### config.mk
export PLATFORM = sky130hd
export DESIGN_NAME = iq_packer
export DESIGN_NICKNAME = d
export VERILOG_FILES = /design/src/tone_pkg.sv /design/src/iq_packer.sv
export SDC_FILE = /design/constraint.sdc
export NUM_CORES = 1
export LEC_CHECK = 0
export ABC_AREA = 0
export ABC_CLOCK_PERIOD_IN_PS = 3600
export BUFFER_PORTS_ARGS = -buffer_cell sky130_fd_sc_hd__buf_4
export CORE_UTILIZATION = 30
export CTS_CLUSTER_DIAMETER = 150
export DETAILED_ROUTE_END_ITERATION = 10
export MAX_ROUTING_LAYER = met4
export PLACE_DENSITY = 0.56
export SYNTH_ARGS = -nofsm -noshare
export SYNTH_HDL_FRONTEND = slang
export SYNTH_SLANG_ARGS = --single-unit
export TNS_END_PERCENT = 5
### constraint.sdc
create_clock -name clk -period 3.6 [get_ports clk]
set_input_delay 0.9 -clock clk [delete_from_list [all_inputs] [get_ports clk]]
set_output_delay 0.9 -clock clk [all_outputs]
set_load 0.02 [all_outputs]
### src/tone_pkg.sv
`default_nettype none

package tone_pkg;

  // widths
  localparam int PHASE_W      = 24;
  localparam int SAMPLE_W     = 16;
  localparam int NSYMB_W      = 16;
  localparam int TX_SYNC_BITS = 4;
  localparam int LUT_ADDR_W   = 10;   // phase bits below the quadrant bits

  localparam int LUT_LATENCY  = 2;    // advances through one lookup

  typedef logic [PHASE_W-1:0]         phase_t;
  typedef logic signed [SAMPLE_W-1:0] sample_t;
  typedef logic [NSYMB_W-1:0]         nsymb_t;
  typedef logic [TX_SYNC_BITS-1:0]    sync_cnt_t;

  // sequence constants
  localparam phase_t NSIG         = 24'd16;     // samples per symbol
  localparam nsymb_t NSYMB        = 16'd4;      // symbols per frame
  localparam phase_t START_PH     = 24'd0;
  localparam phase_t START_PH_INC = 24'd8192;
  localparam phase_t DPH_INC      = 24'd16384;  // increment growth per symbol
  localparam phase_t NPH_SHIFT    = 24'd4096;   // start phase step down per symbol

  localparam sample_t AMPL = 16'sd32767;

  // sequencer output, 26 bits
  typedef struct packed {
    phase_t phase;
    logic   symbol_last;
    logic   sync;
  } seq_word_t;

  // output stream sample, 58 bits
  typedef struct packed {
    sample_t sin;
    sample_t cos;
    phase_t  phase;
    logic    tlast;
    logic    sync;
  } iq_sample_t;

endpackage

`default_nettype wire
### src/iq_packer.sv
`default_nettype none

module iq_packer (
  input  wire                      clk,
  input  wire                      rst,
  input  wire tone_pkg::seq_word_t seq,
  input  wire tone_pkg::sample_t   sin_sample,
  input  wire tone_pkg::sample_t   cos_sample,
  input  wire                      out_tready,
  output logic                     advance,
  output logic                     out_tvalid,
  output tone_pkg::iq_sample_t     out_tdata,
  output logic                     sync_ready
);

  localparam int LAST = tone_pkg::LUT_LATENCY - 1;

  logic                seq_valid;  // seq holds a real sample
  logic [LAST:0]       dl_valid;
  tone_pkg::seq_word_t dl_word [tone_pkg::LUT_LATENCY];

  // whole pipeline steps when the output slot is free or being taken
  assign advance = !out_tvalid || out_tready;

  always_ff @(posedge clk) begin
    if (rst) begin
      seq_valid  <= 1'b0;
      dl_valid   <= '0;
      out_tvalid <= 1'b0;
      sync_ready <= 1'b1;  // sync counter starts at all ones
    end else if (advance) begin
      seq_valid   <= 1'b1;
      dl_valid[0] <= seq_valid;
      for (int i = 1; i <= LAST; i++) begin
        dl_valid[i] <= dl_valid[i-1];
      end
      out_tvalid <= dl_valid[LAST];
      if (dl_valid[LAST]) begin
        sync_ready <= dl_word[LAST].sync;
      end
    end
  end

  // markers ride alongside the lookups
  always_ff @(posedge clk) begin
    if (advance) begin
      dl_word[0] <= seq;
      for (int i = 1; i <= LAST; i++) begin
        dl_word[i] <= dl_word[i-1];
      end
      out_tdata.sin   <= sin_sample;
      out_tdata.cos   <= cos_sample;
      out_tdata.phase <= dl_word[LAST].phase;
      out_tdata.tlast <= dl_word[LAST].symbol_last;
      out_tdata.sync  <= dl_word[LAST].sync;
    end
  end

  // a stalled beat is held until it is taken
  stall_holds_beat: assert property (
    @(posedge clk) disable iff (rst)
    out_tvalid && !out_tready |=> out_tvalid && $stable(out_tdata)
  );

endmodule

`default_nettype wire

==> results.py, run 1 <==
metrics = {
    "setup_path": {
        "worst-path-buf-inv": 2,
        "ff2ff_path_depth": 2,
        "worstPathArrival_ps": 1600,
        "critPathMostFrequentCell": "buf_4",
        "timing_worst_setup_path_type": "input pin to output port",
        "cp_max_fo": 31,
        "cp_top_family": "buffers and inverters",
        "slowest_delay_ps": 320,
        "cp_data_required_time_ps": 2700,
        "crit_slowest_cell": "nand2b_4",
        "end_kind": "output port",
        "r2r_end": "out_tdata[8]",
        "startpoint_type": "input pin",
        "rr_startpoint": "out_tvalid",
        "rrSetupSlack_ps": 1830,
        "crit_path_cell_trace": "buf_4 > nand2b_4 > buf_4",
    },
    "detailed_routing": {
        "totalWireLength_um": 5830,
        "vias_per_cell": 4.03,
        "wl_per_cell_um": 13.9,
        "drc": 0,
        "vias": 1696,
        "drt_pass1_iterations": 4,
        "drt_iter0_drc": 41,
        "ant_nets": 0,
    },
    "sta": {
        "tightestPinTransition_ps": 747,
        "maxSlewViolCount": 0,
        "post-route-period-util_pct": 69.6,
        "fin_ws_ps": 1100,
        "fin_crit_ps": 2500,
        "tns_ps": 0,
        "rsz0062_at_grt": "false",
        "finalSetupViolCount": 0,
        "relSlewSlack_pct": 50.2,
        "hold_viol": 0,
        "finClkSkew_ps": 7.90,
        "timing.fmax_ghz": 0.399,
    },
    "cts": {
        "clockBufferDepth": 2,
        "cts-resized-gates": 0,
        "clk_pin_slew_worst_paths_ps": 50,
        "cts.sinks": 115,
        "htree_levels": 4,
        "postCtsSetupBuffers": 0,
        "cts_inserted_buffers": 17,
        "insertion_delay_ps": 410,
        "clockRootBuffer": "clkbuf_16",
        "hold_buffers": 0,
        "tritoncts": "built",
    },
    "synthesis": {
        "netlist_instances": 127,
        "yosysWarnings": 0,
        "synth_xor_area_share_pct": 0,
        "synthAdderAreaFrac_pct": 0,
        "synth_top_cell_area_share_pct": 94.9,
        "synth_mux_area_share_pct": 0.575,
        "seq_area_frac_synth_pct": 97.7,
        "synth.area.top_cells": "edfxtp_1 (95%), dfxtp_1 (2.9%), mux2i_1 (0.57%)",
        "synth_top_family_by_area": "compound AO/OA/AOI/OAI gates",
        "syn_nets": 188,
        "syn_avg_cell_area_um2": 27.4,
        "yosys.area.top_type": "edfxtp_1",
        "synth-seq-cells": 115,
        "synth_simple_gate_area_share_pct": 0.611,
        "synth_compound_area_share_pct": 0.647,
        "syn_area_um2": 3480,
        "synth_cell_type_count": 10,
    },
    "floorplanning": {
        "initial_core_util_pct": 31.4,
        "fp.dieH_um": 110,
        "dieArea_um2": 12000,
        "core_um2": 11100,
        "ios": 122,
        "row_count": 38,
        "die_w_um": 110,
    },
    "global_routing": {
        "antenna_found_initial": 0,
        "busiest_layer": "met2",
        "grt_use_met1_pct": 11.6,
        "grt_pass1_vias": 1629,
        "grt-ovfl-total": 0,
        "use_met2_pct": 14.5,
        "gr-usage-met3_pct": 5.51,
        "grt_pass1_wl_um": 8190,
        "grt_start_max_net_pins": 62,
        "track_usage_pct": 10.5,
    },
    "status": {
        "status": "completed",
    },
    "worst_hold_path": {
        "hold-path-endpoint": "dl_word[0][48]",
        "min_path_cells": 0,
        "hold_start": "dl_word[0][22]",
        "min_path_type": "flop to flop",
    },
    "pwr": {
        "ir_worst_vdd_mv": 0.345,
        "leakagePower_nw": 2.10,
        "powerDensity_nw_per_um2": 656,
    },
    "cells_and_area": {
        "n_antenna_cell": 0,
        "syn2layout_area_growth_pct": 47.8,
        "regArea_um2": 3400,
        "multiInputGateArea_um2": 71.3,
        "fin_nets": 329,
        "n_fill_cell": 962,
        "drive_gt1_share_pct": 54.1,
    },
    "placed_design": {
        "dp_worst_setup_slack_ps": 1090,
        "gp_congestion": 0.649,
        "hpwlAfterDp_um": 3810,
        "io_buffers": 121,
    },
    "job": {
        "maxCapViolCount": 0,
    },
}
==> registers in the layout (all words and copies together), names as in the netlist <==
signal and flops:
seq_valid 1, dl_valid 2, out_tdata 58, out_tvalid 1, dl_word 52, sync_ready 1
==> worst max-delay path by stage <==
stage / from / end / depth (start not counted)
2_1_floorplan: out_tready / advance / 2
3_3_place_gp: out_tready / advance / 3
3_5_place_dp: out_tready / advance / 3
4_1_cts: out_tready / advance / 3
5_1_grt: out_tready / advance / 3
6_report: out_tready / advance / 3
==> per-stage QoR <==
step / util (%) / hold slack [ps] / power (mW) / area, um2 / std cells
after floorplan: - / 400 / 1.69 / 3480 / 127
final: 46.4 / 412 / 3.37 / 5140 / 421
after CTS: 46.4 / 415 / 3.42 / 5140 / 421
after global routing: 46.4 / 414 / 3.49 / 5140 / 421
after global placement: 41.3 / 401 / 1.81 / 4580 / 389
after detailed placement: 41.3 / 405 / 1.82 / 4580 / 389
==> cell families (layout without fill, tap and decap cells) <==
group	after synthesis	after routing
AND/OR/NAND/NOR	5	5
multiplexers	2	2
buffers and inverters	2	156
AO/OA/AOI/OAI	3	3
flip-flops	115	115
==> layout by cell type, fill, tap and decap left out <==
| cell | n |
|---|---|
| edfxtp_1 | 110 |
| bufinv_16 | 2 |
| clkbuf_1 | 2 |
| inv_6 | 2 |
| dfxtp_1 | 5 |
| clkbuf_16 | 17 |
| inv_1 | 1 |
| buf_4 | 123 |
| a21oi_1 | 1 |
| mux2i_1 | 2 |
| clkinv_4 | 2 |
| nand2b_4 | 1 |
| clkinv_2 | 2 |
| nor2_1 | 4 |
| a311o_1 | 1 |
| a21boi_1 | 1 |
| clkinv_1 | 2 |
| clkinvlp_4 | 3 |
==> routing by layer <==
layer / vias to the layer above / part of all wire, %
met1: 799 / 42
li1: 793 / -
met3: 15 / 9.0
met2: 89 / 47
met4: 0 / 2.5
met5: - / 0
==> worst register-to-register path, cell delays in order (launching register included) <==
cell,delay (ps)
dfxtp_1,330
nand2b_4,330
buf_4,680
==> layout make-up <==
| cell class | count | share of cell area, % |
|---|---|---|
| Clock inverter | 13 | 2.63 |
| Clock buffer | 19 | 8.41 |
| Multi-Input combinational cell | 10 | 1.39 |
| Sequential cell | 115 | 66.1 |
| Inverter | 1 | 0.0730 |
| Tap cell | 140 | 3.40 |
| Timing Repair Buffer | 123 | 17.9 |
==> Yosys cell counts, drive strengths merged <==
cell    instances
edfxtp        110
a311o           1
dfxtp           5
a21oi           1
nor2            4
inv             1
mux2i           2
nand2b          1
a21boi          1
buf             1
==> power breakdown <==
| group | switching (mW) | internal (mW) |
|---|---|---|
| Clock | 0.570 | 1.01 |
| Sequential | 0.0242 | 1.56 |
| Combinational | 0.100 | 0.100 |
No activity file was read; power rests on OpenSTA's default activity.
==> run 2, diff against run 1 <==
--- a/config.mk
+++ b/config.mk
@@ -6,7 +6,7 @@
 export NUM_CORES = 1
 export LEC_CHECK = 0
 export ABC_AREA = 0
-export ABC_CLOCK_PERIOD_IN_PS = 3600
+export ABC_CLOCK_PERIOD_IN_PS = 2600
 export BUFFER_PORTS_ARGS = -buffer_cell sky130_fd_sc_hd__buf_4
 export CORE_UTILIZATION = 30
 export CTS_CLUSTER_DIAMETER = 150
==> constraint.sdc (replaced) <==
create_clock -name clk -period 2.6 [get_ports clk]
set_input_delay 0.65 -clock clk [delete_from_list [all_inputs] [get_ports clk]]
set_output_delay 0.65 -clock clk [all_outputs]
set_load 0.02 [all_outputs]
==> run 2 against run 1 <==
  * Die area did not move
  * Total power is 40% higher
  * Register-to-register slack got worse by 580 ps
  * First-iteration DRC count increased by 12%
  * Highest routed layer unchanged
  * Setup slack got worse by 220 ps
  * Global-route usage up 0.053 points
  * Clock skew shrank 0.67 ps
==> results.py, run 2 (synthesis gave the netlist of run 1 again) <==
metrics = {
    "floorplanning": {
        "die_w_um": 110,
        "row_count": 38,
        "core_um2": 11100,
        "dieArea_um2": 12000,
        "ios": 122,
        "fp.dieH_um": 110,
        "initial_core_util_pct": 31.4,
    },
    "job": {
        "maxCapViolCount": 0,
    },
    "cells_and_area": {
        "largest_register_ffs": 58,
        "regMostFlops": "out_tdata",
        "layout_common_cells": "buf_4 (122), edfxtp_1 (110), clkbuf_16 (17)",
        "n_antenna_cell": 0,
        "drive_gt1_share_pct": 55.4,
        "syn2layout_area_growth_pct": 48.4,
        "reg_top3": "out_tdata: 58 flops, dl_word: 52 flops, dl_valid: 2 flops",
        "mostFrequentLayoutCell": "buf_4",
        "fin_nets": 329,
    },
    "sta": {
        "rsz0062_at_grt": "false",
        "whs_ps": 412,
        "finClkSkew_ps": 7.23,
        "fin_crit_ps": 1730,
        "finalSetupViolCount": 0,
        "tns_ps": 0,
        "timing.fmax_ghz": 0.579,
        "hold_viol": 0,
        "tightestPinTransition_ps": 452,
        "post-route-period-util_pct": 66.4,
        "maxSlewViolCount": 0,
        "relSlewSlack_pct": 69.9,
    },
    "pwr": {
        "ir_worst_vdd_mv": 0.480,
        "powerDensity_nw_per_um2": 913,
        "leakagePower_nw": 2.11,
    },
    "detailed_routing": {
        "drt_pass1_iterations": 4,
        "vias": 1720,
        "vias_per_cell": 4.10,
        "wl_per_cell_um": 14.4,
        "drt_iter0_drc": 46,
        "drc": 0,
        "totalWireLength_um": 6030,
        "ant_nets": 0,
    },
    "global_routing": {
        "grt_pass1_vias": 1676,
        "grt-ovfl-total": 0,
        "track_usage_pct": 10.6,
        "antenna_found_initial": 0,
        "grt_start_max_net_pins": 87,
        "grt_pass1_wl_um": 8550,
    },
    "setup_path": {
        "cp_max_fo": 3,
        "slowest_delay_ps": 170,
        "timing_worst_setup_path_type": "input pin to output port",
        "critPathMostFrequentCell": "buf_4",
        "crit_path_cell_trace": "buf_4 > nand2b_4 > buf_4",
        "startpoint_type": "input pin",
        "end_kind": "output port",
        "rrSetupSlack_ps": 1250,
        "worstPathArrival_ps": 1080,
        "crit_slowest_cell": "buf_4",
        "cp_data_required_time_ps": 1950,
    },
    "status": {
        "status": "completed",
    },
    "cts": {
        "insertion_delay_ps": 390,
        "hold_buffers": 0,
        "postCtsSetupBuffers": 0,
        "cts.sinks": 115,
        "htree_levels": 4,
        "clk_pin_slew_worst_paths_ps": 60,
        "cts-resized-gates": 0,
        "clockRootBuffer": "clkbuf_16",
        "tritoncts": "built",
        "clockBufferDepth": 2,
        "cts_inserted_buffers": 17,
    },
    "placed_design": {
        "gp_congestion": 0.685,
        "hpwlAfterDp_um": 3870,
        "io_buffers": 121,
    },
    "worst_hold_path": {
        "min_path_type": "flop to flop",
    },
}
==> run 2: power breakdown <==
group	leakage, nW	total, mW	internal (mW)	switching, mW
logic	0.637	0.281	0.140	0.140
clock network	0.273	2.24	1.41	0.822
registers	1.20	2.20	2.17	0.0345
==> run 2: cell type report <==
type / count / area, um2
fillers: 936 / 5910
flip-flops and latches: 115 / 3400
repair buffers: 123 / 936
clock buffers: 17 / 425
well taps: 140 / 175
clock inverters: 14 / 153
multi-input cells: 10 / 71.3
inverters: 1 / 3.75
==> run 2: worst paths after layout <==
| path | endpoint | startpoint | depth (start not counted) |
|---|---|---|---|
| worst min register to register | dl_word[0][34] | dl_word[0][8] | 0 |
| worst min-delay path | dl_word[0][34] | dl_word[0][8] | 0 |
| worst max register to register | sync_ready | out_tvalid | 4 |
| worst max-delay path | advance | out_tready | 3 |
==> run 2: stage by stage <==
| step | total power [mW] | util, % | cell area [um2] | setup WS, ps | instances |
|---|---|---|---|---|---|
| floorplan | 2.34 | - | 3480 | 569 | 127 |
| global placement | 2.51 | 41.4 | 4590 | 797 | 389 |
| detailed placement | 2.52 | 41.4 | 4590 | 759 | 389 |
| CTS | 4.78 | 46.6 | 5170 | 870 | 420 |
| global route | 4.89 | 46.6 | 5170 | 861 | 420 |
| finish | 4.72 | 46.6 | 5170 | 874 | 420 |
==> run 2: critical path, delay by kind of cell <==
family / cells / cell delay (ps)
buffers and inverters: 2 / 280
AND/OR/NAND/NOR: 1 / 150
==> run 2: per-layer routing <==
metal	part of all wire [%]	track usage, %	wire (um)	up-vias
met5	0	-	0	-
met4	0.58	5.14	35	0
met3	8.6	5.57	518	2
met2	49	15.5	2950	82
met1	42	11.8	2530	841
li1	-	-	-	795
==> run 3, diff against run 2 <==
--- a/config.mk
+++ b/config.mk
@@ -6,13 +6,13 @@
 export NUM_CORES = 1
 export LEC_CHECK = 0
 export ABC_AREA = 0
-export ABC_CLOCK_PERIOD_IN_PS = 2600
+export ABC_CLOCK_PERIOD_IN_PS = 1500
 export BUFFER_PORTS_ARGS = -buffer_cell sky130_fd_sc_hd__buf_4
 export CORE_UTILIZATION = 30
 export CTS_CLUSTER_DIAMETER = 150
 export DETAILED_ROUTE_END_ITERATION = 10
 export MAX_ROUTING_LAYER = met4
-export PLACE_DENSITY = 0.56
+export PLACE_DENSITY = 0.58
 export SYNTH_ARGS = -nofsm -noshare
 export SYNTH_HDL_FRONTEND = slang
 export SYNTH_SLANG_ARGS = --single-unit
==> constraint.sdc (replaced) <==
create_clock -name clk -period 1.5 [get_ports clk]
set_input_delay 0.375 -clock clk [delete_from_list [all_inputs] [get_ports clk]]
set_output_delay 0.375 -clock clk [all_outputs]
set_load 0.02 [all_outputs]
==> run 3 against run 2 <==
  * Count of clock-buffer cells in the layout unchanged
  * Sequential cell count unchanged
  * Setup slack lost 790 ps
  * Highest routed layer unchanged
  * Largest cell class unchanged
  * Wire length is 5.1% lower
  * Critical endpoint unchanged
  * Worst hold slack got worse by 260 ps
==> results.py, run 3 (synthesis gave the netlist of run 1 again) <==
metrics = {
    "status": {
        "status": "completed",
    },
    "placed_design": {
        "io_buffers": 121,
        "dp_worst_setup_slack_ps": 244,
        "gp_congestion": 0.691,
        "hpwlAfterDp_um": 3820,
        "dp.cells": 390,
    },
    "global_routing": {
        "antenna_found_initial": 0,
        "grt-ovfl-total": 0,
        "grt_pass1_vias": 1714,
        "track_usage_pct": 10.5,
        "grt_pass1_wl_um": 8450,
        "grt_start_max_net_pins": 45,
    },
    "floorplanning": {
        "initial_core_util_pct": 31.4,
        "ios": 122,
        "core_um2": 11100,
        "fp.dieH_um": 110,
        "dieArea_um2": 12000,
        "row_count": 38,
        "die_w_um": 110,
    },
    "pwr": {
        "p_switching_mw": 1.70,
        "power.share.sequential_pct": 46.7,
        "power.share.switching_pct": 20.9,
        "leakagePower_nw": 2.13,
        "powerDensity_nw_per_um2": 1570,
        "p_clk_share_pct": 47.3,
        "ir_worst_vdd_mv": 1.04,
        "p_int_mw": 6.45,
        "power_mw": 8.16,
        "power_frac_comb_pct": 6.0,
    },
    "cells_and_area": {
        "regArea_um2": 3400,
        "drive_gt1_share_pct": 55.7,
        "multiInputGateArea_um2": 71.3,
        "stdcell_count": 422,
        "layout_common_cells": "buf_4 (121), edfxtp_1 (110), clkbuf_16 (17)",
        "n_antenna_cell": 0,
        "reg_top3": "out_tdata: 58 flops, dl_word: 52 flops, dl_valid: 2 flops",
        "regMostFlops": "out_tdata",
        "syn2layout_area_growth_pct": 49.5,
        "fin_nets": 330,
        "n_fill_cell": 929,
        "mostFrequentLayoutCell": "buf_4",
        "largest_register_ffs": 58,
    },
    "setup_path": {
        "worst-path-buf-inv": 1,
        "crit_slowest_cell": "dfxtp_2",
        "end_kind": "output port",
        "crit_path_cell_trace": "nand2b_4 > buf_4",
        "cp_max_fo": 7,
        "cp_top_family": "flip-flops",
        "startpoint_type": "flop",
        "timing_worst_setup_path_type": "flop to output port",
        "critPathLaunch": "out_tvalid",
        "slowest_delay_ps": 350,
        "cp_data_required_time_ps": 1120,
        "worstPathArrival_ps": 1050,
        "rr_startpoint": "out_tvalid",
    },
    "worst_hold_path": {
        "min_path_type": "input pin to flop",
        "hold_start": "sin_sample[8]",
    },
    "cts": {
        "clk_pin_slew_worst_paths_ps": 50,
        "tritoncts": "built",
        "cts.sinks": 115,
        "cts_inserted_buffers": 17,
        "cts-resized-gates": 0,
        "postCtsSetupBuffers": 0,
        "clockBufferDepth": 2,
        "htree_levels": 4,
        "insertion_delay_ps": 390,
        "clockRootBuffer": "clkbuf_16",
        "hold_buffers": 0,
    },
    "sta": {
        "hold_viol": 0,
        "whs_ps": 156,
        "fin_crit_ps": 1420,
        "post-route-period-util_pct": 94.7,
        "maxSlewViolCount": 0,
        "finalSetupViolCount": 0,
        "finClkSkew_ps": 3.99,
        "timing.fmax_ghz": 0.704,
        "rsz0062_at_grt": "false",
        "relSlewSlack_pct": 84.8,
        "tns_ps": 0,
        "fin_ws_ps": 78.9,
        "tightestPinTransition_ps": 228,
    },
    "detailed_routing": {
        "wl_per_cell_um": 13.6,
        "drt_iter0_drc": 30,
        "vias": 1689,
        "drc": 0,
        "totalWireLength_um": 5730,
        "vias_per_cell": 4.00,
        "ant_nets": 0,
        "drt_pass1_iterations": 4,
    },
    "job": {
        "maxCapViolCount": 0,
    },
}
==> run 3: cell types whose count changed in the layout (fill, tap and decap cells not counted) <==
cell | previous run | this run
buf_4 | 122 | 121
buf_12 | 1 | 3
clkinv_1 | 0 | 1
dfxtp_1 | 5 | 4
dfxtp_2 | 0 | 1
==> run 3: worst paths after layout <==
check	to	slack, ps	cells past startpoint
worst max register to register	dl_word[0][51]	430	2
worst max-delay path	advance	80	2
worst min register to register	dl_word[0][40]	420	0
worst min-delay path	out_tdata[50]	160	1
==> run 3: metal layers <==
layer  vias to the layer above  share of wire [%]  global-route usage (%)
met5                         -                  0                       -
met4                         0                2.3                    7.43
met3                        10                6.9                    4.33
met2                        82                 50                    15.4
met1                       802                 40                    11.5
li1                        795                  -                       -
==> run 3: power by group through the flow <==
stage,Combinational [mW],Clock [mW],Sequential [mW]
after floorplan,0.0320,0,4.02
after global placement,0.491,0,3.87
after detailed placement,0.497,0,3.88
after CTS,0.497,3.99,3.82
after global routing,0.519,4.14,3.83
final,0.490,3.86,3.81
==> run 3: layout make-up <==
cell class              instances  share of cell area [%]
clock buffers                  17                    8.17
well taps                     140                    3.37
inverters                       1                  0.0721
multi-input cells              10                    1.37
flip-flops and latches        115                    65.4
repair buffers                124                    18.6
clock inverters                15                    3.00
==> run 3: per-stage QoR <==
| step | util [%] | instance area (um2) |
|---|---|---|
| global route | 47.0 | 5200 |
| finish | 47.0 | 5200 |
| global placement | 41.7 | 4620 |
| CTS | 47.0 | 5200 |
| floorplan | - | 3490 |
| detailed placement | 41.7 | 4620 |
