## src/tone_pkg.sv

```systemverilog
`default_nettype none

package tone_pkg;

  // widths
  localparam int PHASE_W      = 24;
  localparam int SAMPLE_W     = 16;
  localparam int NSYMB_W      = 16;
  localparam int TX_SYNC_BITS = 4;
  localparam int LUT_ADDR_W   = 10;   // phase bits below the quadrant bits

  localparam int LUT_LATENCY  = 2;    // advances through one lookup

  typedef logic [PHASE_W-1:0]         phase_t;
  typedef logic signed [SAMPLE_W-1:0] sample_t;
  typedef logic [NSYMB_W-1:0]         nsymb_t;
  typedef logic [TX_SYNC_BITS-1:0]    sync_cnt_t;

  // sequence constants
  localparam phase_t NSIG         = 24'd16;     // samples per symbol
  localparam nsymb_t NSYMB        = 16'd4;      // symbols per frame
  localparam phase_t START_PH     = 24'd0;
  localparam phase_t START_PH_INC = 24'd8192;
  localparam phase_t DPH_INC      = 24'd16384;  // increment growth per symbol
  localparam phase_t NPH_SHIFT    = 24'd4096;   // start phase step down per symbol

  localparam sample_t AMPL = 16'sd32767;

  // sequencer output, 26 bits
  typedef struct packed {
    phase_t phase;
    logic   symbol_last;
    logic   sync;
  } seq_word_t;

  // output stream sample, 58 bits
  typedef struct packed {
    sample_t sin;
    sample_t cos;
    phase_t  phase;
    logic    tlast;
    logic    sync;
  } iq_sample_t;

endpackage

`default_nettype wire
```

## src/phase_sequencer.sv

```systemverilog
`default_nettype none

module phase_sequencer (
  input  wire                 clk,
  input  wire                 rst,
  input  wire                 restart,
  input  wire                 advance,
  output tone_pkg::seq_word_t seq
);

  tone_pkg::phase_t    phase;
  tone_pkg::phase_t    phase_inc;
  tone_pkg::phase_t    start_phase;  // first phase of the next symbol
  tone_pkg::phase_t    sample_cnt;   // 1..NSIG within a symbol
  tone_pkg::nsymb_t    symb_cnt;     // 1..NSYMB within a frame
  tone_pkg::sync_cnt_t sync_cnt;
  logic                reload;       // next advance starts frame 1
  logic                reload_now;
  logic                symbol_end;
  logic                frame_end;

  assign symbol_end = (sample_cnt == tone_pkg::NSIG);
  assign frame_end  = symbol_end && (symb_cnt == tone_pkg::NSYMB);
  assign reload_now = reload || restart;

  assign seq.phase       = phase;
  assign seq.symbol_last = symbol_end;
  assign seq.sync        = &sync_cnt;

  always_ff @(posedge clk) begin
    if (rst) begin
      phase       <= tone_pkg::START_PH;
      phase_inc   <= tone_pkg::START_PH_INC;
      start_phase <= tone_pkg::START_PH;
      sample_cnt  <= tone_pkg::NSIG;   // parked on the last sample
      symb_cnt    <= tone_pkg::NSYMB;  // of the last symbol
      sync_cnt    <= '1;
      reload      <= 1'b1;
    end else begin
      if (restart) begin
        reload <= 1'b1;  // word on display still goes out
      end
      if (advance) begin
        reload <= 1'b0;
        if (reload_now || frame_end) begin
          phase       <= tone_pkg::START_PH;
          phase_inc   <= tone_pkg::START_PH_INC;
          start_phase <= tone_pkg::START_PH - tone_pkg::NPH_SHIFT;
          sample_cnt  <= tone_pkg::phase_t'(1);
          symb_cnt    <= tone_pkg::nsymb_t'(1);
          if (reload_now) begin
            sync_cnt <= '1;  // frame 1 is a sync frame
          end else begin
            sync_cnt <= sync_cnt + tone_pkg::sync_cnt_t'(1);
          end
        end else if (symbol_end) begin
          phase       <= start_phase;
          phase_inc   <= phase_inc + tone_pkg::DPH_INC;  // steeper chirp
          start_phase <= start_phase - tone_pkg::NPH_SHIFT;
          sample_cnt  <= tone_pkg::phase_t'(1);
          symb_cnt    <= symb_cnt + tone_pkg::nsymb_t'(1);
        end else begin
          phase      <= phase + phase_inc;
          sample_cnt <= sample_cnt + tone_pkg::phase_t'(1);
        end
      end
    end
  end

  // counters wrap at their end values and never run past them
  sample_cnt_in_range: assert property (
    @(posedge clk) disable iff (rst)
    sample_cnt <= tone_pkg::NSIG
  );

  symb_cnt_in_range: assert property (
    @(posedge clk) disable iff (rst)
    symb_cnt <= tone_pkg::NSYMB
  );

endmodule

`default_nettype wire

```

## config.mk

```make
export PLATFORM = sky130hd
export DESIGN_NAME = phase_sequencer
export DESIGN_NICKNAME = d
export VERILOG_FILES = /design/src/tone_pkg.sv /design/src/phase_sequencer.sv
export SDC_FILE = /design/constraint.sdc
export NUM_CORES = 1
export LEC_CHECK = 0
export ABC_AREA = 1
export BUFFER_PORTS_ARGS = -buffer_cell sky130_fd_sc_hd__buf_4
export CAP_MARGIN = 20
export CORE_UTILIZATION = 40
export CTS_BUF_LIST = sky130_fd_sc_hd__clkbuf_4
export DETAILED_ROUTE_END_ITERATION = 10
export PLACE_DENSITY = 0.64
export SLEW_MARGIN = 20
export SYNTH_ARGS = -nofsm -noshare
export SYNTH_HDL_FRONTEND = slang
export SYNTH_SLANG_ARGS = --single-unit
```

## constraint.sdc

```tcl
create_clock -name clk -period 1.7 [get_ports clk]
set_input_delay 0.34 -clock clk [delete_from_list [all_inputs] [get_ports clk]]
set_output_delay 0.34 -clock clk [all_outputs]
set_load 0.02 [all_outputs]
```

==> flow_metrics.py, run 1 <==
metrics = {
    "sta": {
        "maxSlewViolCount": 0,
        "post-route-min-period_ps": 1920,
        "hold-worst-slack_ps": 272,
        "max-slew-margin-rel": 0.668,
        "finalClockSkew_ps": 26.1,
        "fin_crit_sh": 1.13,
        "fmax_mhz": 520,
        "layout_setup_ws_ps": -224,
        "worst_pin_slew_ps": 498,
        "finalSetupViolations": 6,
        "hold_violations": 0,
        "rsz0062_at_grt": "true",
    },
    "drt": {
        "vias": 5359,
        "ant_nets": 0,
        "wirelength_um": 14900,
        "drt-wirelength-per-cell_um": 13.7,
        "drc": 0,
        "drtIter0Drc": 528,
        "drtPass1Iterations": 5,
        "routed_via_density": 4.94,
    },
    "synth": {
        "synth_area_leaders": "dfxtp_1 (35%), nand2_1 (14%), nor2_1 (9.6%)",
        "synth_ff_type": "dfxtp_1",
        "synth_nets": 822,
        "synth_seq_area_share": 0.350,
        "synth_top_area_cell": "dfxtp_1",
        "async_flop_share": 0,
        "synth_warnings": 0,
        "synth_cells": 801,
        "ys_top_cells_by_count": "nand2_1 (196), nor2_1 (135), dfxtp_1 (92), inv_1 (92), nand3_1 (52)",
        "ys_seq_elements": 92,
        "synth_edf_count": 0,
        "synth_top_cell_area_share": 0.350,
        "synth_area_mm2": 0.00527,
        "avgSynthCellArea_um2": 6.58,
        "ys_types": 38,
        "synthMostInstantiatedCell": "nand2_1",
    },
    "critical_path": {
        "cpMaxStageDelayCell": "dfxtp_2",
        "cp_top_family": "flip-flops",
        "crit_fanout": 2,
        "cpMostUsedCell": "buf_6",
        "cp_cell_sequence": "inv_2, ha_4, nand2_2, nor2_4, nand3_4, buf_6, inv_4, buf_6",
        "crit_type": "reg2out",
        "crit_path_end_kind": "output pin",
        "startpoint_type": "register",
        "cp.required_ps": 1360,
        "crit_arrival_ps": 1580,
        "crit_buf_inv": 4,
        "critPathMaxStageDelay_ps": 360,
    },
    "pwr": {
        "p_total_w": 0.00422,
        "p_per_area_mw_per_mm2": 603,
        "p_leak_nw": 2.98,
        "vdd.ir_drop.worst_uv": 284,
    },
    "clocking": {
        "htreeDepth": 3,
        "cts_made_buffers": 9,
        "clkLatencyLatePin_ps": 480,
        "cts_buffer_depth": 2,
        "cts_tree": "done",
        "cts_hold_buffers": 0,
        "clkSlewWorstSetupHoldPaths_ps": 170,
        "clock-sinks": 92,
        "clock-root-buffer": "clkbuf_4",
    },
    "cells_and_area": {
        "n_fill_cell": 1266,
        "area_delta_synth_final_pct": 32.9,
        "n_antenna_cell": 0,
        "fin_util": 0.550,
        "nets": 928,
        "final_layout_size_suffix_gt1_frac": 0.283,
        "postLayoutCellArea_mm2": 0.00700,
    },
    "min_path": {
        "hp-class": "in2reg",
    },
    "floorplan": {
        "start_util": 0.414,
        "die_area_mm2": 0.0136,
        "coreArea_mm2": 0.0127,
        "pin_count": 30,
        "die_h_um": 117,
        "rows": 41,
        "die_x_um": 117,
    },
    "global_route": {
        "grt_overflow": 0,
        "track_usage": 0.216,
        "grt_start_max_net_pins": 27,
        "grt_pass1_vias": 4794,
        "grt_pass1_wl_um": 22800,
        "grt_antenna_before_repair": 0,
    },
    "placement": {
        "dp_hpwl_um": 10400,
        "gp_congestion": 0.894,
        "placed_cell_area_mm2": 0.00609,
        "portBuffers": 29,
    },
    "status": {
        "status": "finished, violations left",
        "violations": "negative setup slack",
    },
    "job": {
        "max_cap_violations": 0,
    },
}
worst register-to-register path, delay by kind of cell (launching register included):
kind          cells  cell delay, ps
flops             1             360
buf+inv           4             450
simple gates      8             650
fa+ha+maj         1             130
cell usage in the layout (no fill, tap or decap), drive strengths merged, types with 2 or more instances in the layout:
cell type	instances
nor3	16
ha	17
nand2	202
o211ai	7
xor2	33
buf	114
nor4	2
xnor2	7
clkbuf	12
nand3b	4
a21oi	49
nand4	12
nor2	139
inv	99
dfxtp	92
clkinv	3
or2	5
nand3	54
o21ai	37
power by group:
group | internal, W | switching (W) | leakage (nW)
clock | 0.000328 | 0.000864 | 0.0734
sequential | 0.00221 | 0.0000559 | 0.758
combinational | 0.000328 | 0.000432 | 2.15
path summary, 6_finish.rpt:
path                         startpoint                        end  slack, ps  cells past startpoint
max          sample_cnt[0]$_SDFFE_PP0P_                     seq[1]       -220                      8
min                                 rst  symb_cnt[13]$_SDFFE_PP0P_        270                      3
max reg2reg  sample_cnt[0]$_SDFFE_PP0P_   sync_cnt[1]$_SDFFE_PP1P_        -30                     13
min reg2reg       phase[8]$_SDFFE_PP0P_      phase[8]$_SDFFE_PP0P_        440                      2
layout make-up:
class	count	area (um2)	area share
Timing Repair Buffer	117	1030	0.148
Multi-Input combinational cell	592	3370	0.481
Clock buffer	9	67.6	0.00965
Clock inverter	7	56.3	0.00805
Tap cell	172	215	0.0308
Sequential cell	92	1880	0.268
Inverter	95	379	0.0542
registers in the layout (all words and copies together) (netlist names):
register,cells
phase,24
phase_inc,11
reload,1
sample_cnt,24
start_phase,12
symb_cnt,16
sync_cnt,4
stage by stage:
stage	worst slack, ps	setup TNS, ps	cells
global route	-322	-4370	1084
finish	-224	-279	1084
detailed placement	-53.0	-187	1044
CTS	-223	-223	1068
global placement	-39.9	-58.6	1044
floorplan	35.8	0	801
per-layer routing:
metal,track usage,share of wire,vias to the layer above
li1,-,-,2757
met1,0.282,0.46,2430
met2,0.354,0.47,141
met3,0.0374,0.042,31
met4,0.0844,0.034,0
met5,0,0,-
what timing repair did:
item,4_1_cts,5_1_grt
gates resized for setup,36,128
cloned,0,4
pin swaps,8,25
setup endpoints to repair,18,78
setup buffers,8,13
cells by family (layout without fill, tap and decap cells):
logic type	count (synthesis)	in the layout	synth area share
buffers and inverters	118	228	0.0922
AOI/OAI and AO/OA	99	99	0.100
xor gates and xnor gates	40	40	0.0665
adders and majority gates	17	17	0.0404
DFF	92	92	0.350
and+or+nand+nor	435	436	0.351
Note: power is estimated with default switching activity, not from simulation.
==> run 2: changes to the inputs <==
--- a/config.mk
+++ b/config.mk
@@ -11,7 +11,8 @@
 export CORE_UTILIZATION = 40
 export CTS_BUF_LIST = sky130_fd_sc_hd__clkbuf_4
 export DETAILED_ROUTE_END_ITERATION = 10
-export PLACE_DENSITY = 0.64
+export PLACE_DENSITY = 0.62
+export SKIP_LAST_GASP = 1
 export SLEW_MARGIN = 20
 export SYNTH_ARGS = -nofsm -noshare
 export SYNTH_HDL_FRONTEND = slang
==> constraint.sdc (replaced) <==
create_clock -name clk -period 2.4 [get_ports clk]
set_input_delay 0.48 -clock clk [delete_from_list [all_inputs] [get_ports clk]]
set_output_delay 0.48 -clock clk [all_outputs]
set_load 0.02 [all_outputs]
==> run 2 against run 1 <==
  * Critical path depth down 1
  * Largest cell class unchanged
  * The flow now finishes without violations
  * Clock-buffer cell count up 1
  * Sequential share of layout area up 4.8 points
  * Global-route usage down 0.45 points
  * Combinational power down 51%
  * Sequential cell count unchanged
  * Clock skew down 3.2 ps
  * Critical endpoint unchanged
  * Final cell count down 7.0%
  * Total power down 33%
  * Worst setup slack better by 330 ps
  * Via count down 8.9%
  * Register-to-register slack better by 360 ps
==> flow_metrics.py, run 2 (same netlist as run 1, synthesis figures left out) <==
metrics = {
    "status": {
        "status": "completed",
    },
    "sta": {
        "max-slew-margin-rel": 0.663,
        "setup_tns_ps": 0,
        "worst_pin_slew_ps": 506,
        "post-route-min-period_ps": 2290,
        "fmax_mhz": 437,
        "fin_crit_sh": 0.954,
        "finalClockSkew_ps": 22.8,
        "layout_setup_ws_ps": 111,
        "rsz0062_at_grt": "false",
        "maxSlewViolCount": 0,
        "hold_violations": 0,
        "finalSetupViolations": 0,
    },
    "pwr": {
        "combPwrFrac": 0.130,
        "vdd.ir_drop.worst_uv": 279,
        "switching_power_w": 0.000820,
        "clkPwrFrac": 0.303,
        "p_per_area_mw_per_mm2": 486,
        "p_total_w": 0.00283,
        "switching_share": 0.290,
        "p_int_w": 0.00201,
        "seq_power_share": 0.567,
        "p_leak_nw": 2.48,
    },
    "critical_path": {
        "r2r_slack_ps": 330,
        "crit_type": "reg2out",
        "cp.required_ps": 1920,
        "r2r_start": "sample_cnt[0]$_SDFFE_PP0P_",
        "startpoint_type": "register",
        "reg2reg_to": "symb_cnt[14]$_SDFFE_PP0P_",
        "crit_arrival_ps": 1810,
        "r2r_cells": 13,
        "crit_fanout": 8,
        "crit_path_end_kind": "output pin",
    },
    "global_route": {
        "grt_pass1_wl_um": 22200,
        "grt_antenna_before_repair": 0,
        "grt_start_max_net_pins": 40,
        "grt_overflow": 0,
        "track_usage": 0.212,
        "grt_pass1_vias": 4466,
    },
    "clocking": {
        "clock-root-buffer": "clkbuf_4",
        "htreeDepth": 3,
        "clkLatencyLatePin_ps": 480,
        "clock-sinks": 92,
        "cts_buffer_depth": 2,
        "cts_hold_buffers": 0,
        "clkSlewWorstSetupHoldPaths_ps": 150,
        "cts_tree": "done",
        "cts_made_buffers": 9,
    },
    "min_path": {
        "min_to": "phase[20]$_SDFFE_PP0P_",
        "min-delay-start": "advance",
        "hold_depth": 3,
        "hp-class": "in2reg",
    },
    "cells_and_area": {
        "nets": 851,
        "mostFrequentLayoutCell": "nand2_1",
        "final_layout_size_suffix_gt1_frac": 0.0922,
        "layout_common_cells": "nand2_1 (196), nor2_1 (134), inv_1 (91), dfxtp_1 (91), nand3_1 (52)",
        "area_delta_synth_final_pct": 10.5,
        "fin_util": 0.457,
        "largestRegisters": "phase x24, sample_cnt x24, symb_cnt x16",
    },
    "drt": {
        "drc": 0,
        "routed_via_density": 4.84,
        "vias": 4883,
        "wirelength_um": 13200,
        "drtPass1Iterations": 5,
        "drtIter0Drc": 379,
        "ant_nets": 0,
        "drt-wirelength-per-cell_um": 13.1,
    },
    "floorplan": {
        "rows": 41,
        "start_util": 0.414,
        "pin_count": 30,
        "coreArea_mm2": 0.0127,
        "die_h_um": 117,
        "die_x_um": 117,
        "die_area_mm2": 0.0136,
    },
    "placement": {
        "dp_hpwl_um": 9640,
        "portBuffers": 29,
        "gp_congestion": 0.894,
        "post-place-ws_ps": 313,
    },
    "job": {
        "max_cap_violations": 0,
    },
}
run 2: stage by stage:
stage	instances	hold WS [ps]	instance area, um2
4_1_cts	1005	397	5800
6_report	1008	431	5820
2_1_floorplan	801	421	5270
3_3_place_gp	989	415	5660
3_5_place_dp	989	418	5660
5_1_grt	1007	436	5820
run 2: worst max path at each step:
stage	from	to	slack (ps)	cells past startpoint
final	sample_cnt[0]$_SDFFE_PP0P_	seq[1]	110	7
after global routing	sample_cnt[1]$_SDFFE_PP0P_	seq[1]	10	7
after CTS	sample_cnt[0]$_SDFFE_PP0P_	seq[1]	10	7
after detailed placement	sample_cnt[0]$_SDFFE_PP0P_	symb_cnt[14]$_SDFFE_PP0P_	310	13
after global placement	sample_cnt[0]$_SDFFE_PP0P_	symb_cnt[14]$_SDFFE_PP0P_	370	13
after floorplan	sample_cnt[0]$_SDFFE_PP0P_	seq[1]	730	7
run 2: critical path, cell delays in order, from the launching register on:
cell and delay, ps:
dfxtp_2 370, inv_1 60, ha_1 210, nand2_1 80
nor2_2 150, nand3_4 160, clkinvlp_4 150, buf_4 140
run 2: final cells by class:
cell class              instances  area [um2]
multi-input cells             591        2940
inverters                      95         364
repair buffers                 41         320
diodes                          1        2.50
fillers                      1381        6900
clock buffers                  10        75.1
flip-flops and latches         92        1840
well taps                     172         215
clock inverters                 6        55.1
run 2: per-layer routing:
layer	wire, um	track usage
met2	5670	0.323
met5	0	0
met1	6850	0.302
met4	246	0.0835
met3	453	0.0249
run 2: power by group through the flow:
stage	clock [W]	combinational (W)	sequential (W)
5_1_grt	0.000946	0.000418	0.00161
6_report	0.000857	0.000369	0.00160
2_1_floorplan	0	0.000263	0.00163
4_1_cts	0.000887	0.000364	0.00160
3_3_place_gp	0	0.000360	0.00164
3_5_place_dp	0	0.000360	0.00164
run 2: repair_timing:
action,in CTS,in global routing
pin swaps,0,0
setup endpoints to repair,1,1
buffers inserted,0,2
cloned,0,0
resized for setup,2,1
==> run 3: changes to the inputs <==
--- a/config.mk
+++ b/config.mk
@@ -8,10 +8,12 @@
 export ABC_AREA = 1
 export BUFFER_PORTS_ARGS = -buffer_cell sky130_fd_sc_hd__buf_4
 export CAP_MARGIN = 20
-export CORE_UTILIZATION = 40
+export CELL_PAD_IN_SITES_DETAIL_PLACEMENT = 1
+export CELL_PAD_IN_SITES_GLOBAL_PLACEMENT = 2
+export CORE_UTILIZATION = 38
 export CTS_BUF_LIST = sky130_fd_sc_hd__clkbuf_4
 export DETAILED_ROUTE_END_ITERATION = 10
-export PLACE_DENSITY = 0.62
+export PLACE_DENSITY = 0.94
 export SKIP_LAST_GASP = 1
 export SLEW_MARGIN = 20
 export SYNTH_ARGS = -nofsm -noshare
==> run 3 against run 2 <==
  * Global-route usage rose by 1.4 points
  * Via count grew 4.4%
  * Largest cell class unchanged
  * Wire length up 15%
  * Sequential power about the same
  * Combinational power shrank 1%
  * Final cell count unchanged
  * Clock skew decreased by 7.3 ps
  * Register-to-register slack lost 90 ps
  * Critical path type unchanged
  * Highest routed layer unchanged
  * Utilization decreased by 2.2 points
  * Worst hold slack got worse by 130 ps
  * Non-clock buffer count is 4 lower
  * Critical endpoint unchanged
==> flow_metrics.py, run 3 (same netlist as run 1, synthesis figures left out) <==
metrics = {
    "critical_path": {
        "cp_cell_sequence": "inv_1, ha_1, nand2_1, nor2_2, nand3_4, inv_4, buf_4",
        "cp-endpoint": "seq[1]",
        "crit_path_end_kind": "output pin",
        "crit_fanout": 8,
        "critPathMaxStageDelay_ps": 370,
        "startpoint_type": "register",
        "reg2reg_to": "symb_cnt[1]$_SDFFE_PP0P_",
        "r2r_start": "sample_cnt[0]$_SDFFE_PP0P_",
        "cp_top_family": "simple AND/OR/NAND/NOR gates",
        "crit_type": "reg2out",
        "cpMaxStageDelayCell": "dfxtp_1",
        "cp.required_ps": 1920,
        "r2r_cells": 12,
        "r2r_slack_ps": 240,
        "path_depth": 7,
        "crit_buf_inv": 3,
        "crit_path_start": "sample_cnt[1]$_SDFFE_PP0P_",
        "crit_arrival_ps": 1820,
    },
    "clocking": {
        "cts_buffer_depth": 2,
        "htreeDepth": 3,
        "postCtsSetupBuffers": 0,
        "clock-root-buffer": "clkbuf_4",
        "clkLatencyLatePin_ps": 490,
        "clkSlewWorstSetupHoldPaths_ps": 150,
        "clock-sinks": 92,
        "cts_hold_buffers": 0,
        "cts_made_buffers": 9,
        "cts_tree": "done",
    },
    "floorplan": {
        "die_area_mm2": 0.0143,
        "die_x_um": 120,
        "start_util": 0.393,
        "rows": 42,
        "pin_count": 30,
        "die_h_um": 120,
        "coreArea_mm2": 0.0134,
    },
    "min_path": {
        "hp-class": "in2reg",
    },
    "global_route": {
        "grt_start_max_net_pins": 40,
        "track_usage": 0.226,
        "grt_pass1_wl_um": 25500,
        "grt_antenna_before_repair": 1,
        "grt_overflow": 0,
        "grt_pass1_vias": 5222,
    },
    "drt": {
        "drc": 0,
        "drtIter0Drc": 191,
        "vias": 5097,
        "wirelength_um": 15200,
        "drt-wirelength-per-cell_um": 15.0,
        "drtPass1Iterations": 5,
        "routed_via_density": 5.06,
        "ant_nets": 0,
    },
    "sta": {
        "finalSetupViolations": 0,
        "fmax_mhz": 435,
        "worst_pin_slew_ps": 501,
        "rsz0062_at_grt": "false",
        "fin_crit_sh": 0.959,
        "hold_violations": 0,
        "post-route-min-period_ps": 2300,
        "hold-worst-slack_ps": 305,
        "setup_tns_ps": 0,
        "maxSlewViolCount": 0,
        "max-slew-margin-rel": 0.666,
        "finalClockSkew_ps": 15.5,
    },
    "pwr": {
        "combPwrFrac": 0.119,
        "switching_power_w": 0.000863,
        "vdd.ir_drop.worst_uv": 232,
        "p_per_area_mw_per_mm2": 528,
        "seq_power_share": 0.521,
        "p_int_w": 0.00222,
        "clkPwrFrac": 0.361,
        "switching_share": 0.280,
        "p_leak_nw": 2.48,
    },
    "cells_and_area": {
        "mostFrequentLayoutCell": "nand2_1",
        "nets": 847,
        "n_fill_cell": 1830,
        "final_layout_size_suffix_gt1_frac": 0.0903,
        "layout_common_cells": "nand2_1 (196), nor2_1 (134), dfxtp_1 (92), inv_1 (91), nand3_1 (52)",
        "multi_input_area_mm2": 0.00294,
        "area_delta_synth_final_pct": 10.8,
        "largestRegisters": "phase x24, sample_cnt x24, symb_cnt x16",
        "seq_area_mm2": 0.00184,
    },
    "placement": {
        "gp_congestion": 0.824,
        "dp_hpwl_um": 11400,
        "portBuffers": 29,
    },
    "status": {
        "status": "completed",
    },
    "job": {
        "max_cap_violations": 0,
    },
}
[run 3: cell count changes in the layout (fill, tap and decap cells not counted)]
cell       before  now
clkinv_1        3    0
inv_6           0    1
bufinv_16       1    3
clkinv_4        1    0
inv_4           1    2
dfxtp_1        91   92
buf_4          40   37
buf_12          1    0
dfxtp_2         1    0
[run 3: power groups by stage]
stage	registers [W]	clock network, W	logic, W
2_1_floorplan	0.00163	0	0.000263
3_3_place_gp	0.00164	0	0.000355
3_5_place_dp	0.00164	0	0.000367
4_1_cts	0.00160	0.00115	0.000370
5_1_grt	0.00161	0.00119	0.000413
6_report	0.00161	0.00111	0.000365
[run 3: how the worst min path moves through the flow]
stage	startpoint	endpoint	slack, ps	depth (start not counted)
2_1_floorplan	phase_inc[13]$_SDFFE_PP1P_	phase_inc[13]$_SDFFE_PP1P_	420	1
3_3_place_gp	phase[11]$_SDFFE_PP0P_	phase[11]$_SDFFE_PP0P_	410	2
3_5_place_dp	phase[3]$_SDFFE_PP0P_	phase[3]$_SDFFE_PP0P_	420	2
4_1_cts	advance	sample_cnt[4]$_SDFFE_PP1P_	270	2
5_1_grt	advance	sample_cnt[4]$_SDFFE_PP1P_	310	2
6_report	advance	sample_cnt[4]$_SDFFE_PP1P_	300	2
[run 3: final cells by class]
| type | count | share of cell area |
|---|---|---|
| antenna | 1 | 0.000429 |
| clock buffer | 10 | 0.0129 |
| clock inverter | 6 | 0.0191 |
| inverter | 95 | 0.0622 |
| multi-input combinational | 591 | 0.504 |
| sequential | 92 | 0.316 |
| tap | 176 | 0.0377 |
| timing repair buffer | 37 | 0.0476 |
[run 3: metrics by stage]
step	total power (W)	instance area, um2	setup WS, ps	instances	util
after floorplan	0.00189	5270	729	801	-
after global placement	0.00199	5640	359	991	0.421
after detailed placement	0.00200	5640	252	991	0.421
after CTS	0.00312	5830	21.3	1007	0.435
after global routing	0.00321	5830	0.461	1008	0.435
final	0.00308	5830	98.9	1008	0.435
[run 3: routing by layer]
| metal | vias up | GRT usage | routed length, um |
|---|---|---|---|
| met5 | - | 0 | 0 |
| met4 | 0 | 0.0742 | 239 |
| met3 | 15 | 0.0290 | 419 |
| met2 | 55 | 0.383 | 7250 |
| met1 | 2438 | 0.295 | 7250 |
| li1 | 2589 | - | - |
[run 3: what timing repair did]
| item | in CTS | in global routing |
|---|---|---|
| pin swaps | 0 | 1 |
| gates resized for setup | 2 | 1 |
| gates cloned | 0 | 0 |
| endpoints found under the setup margin | 1 | 1 |
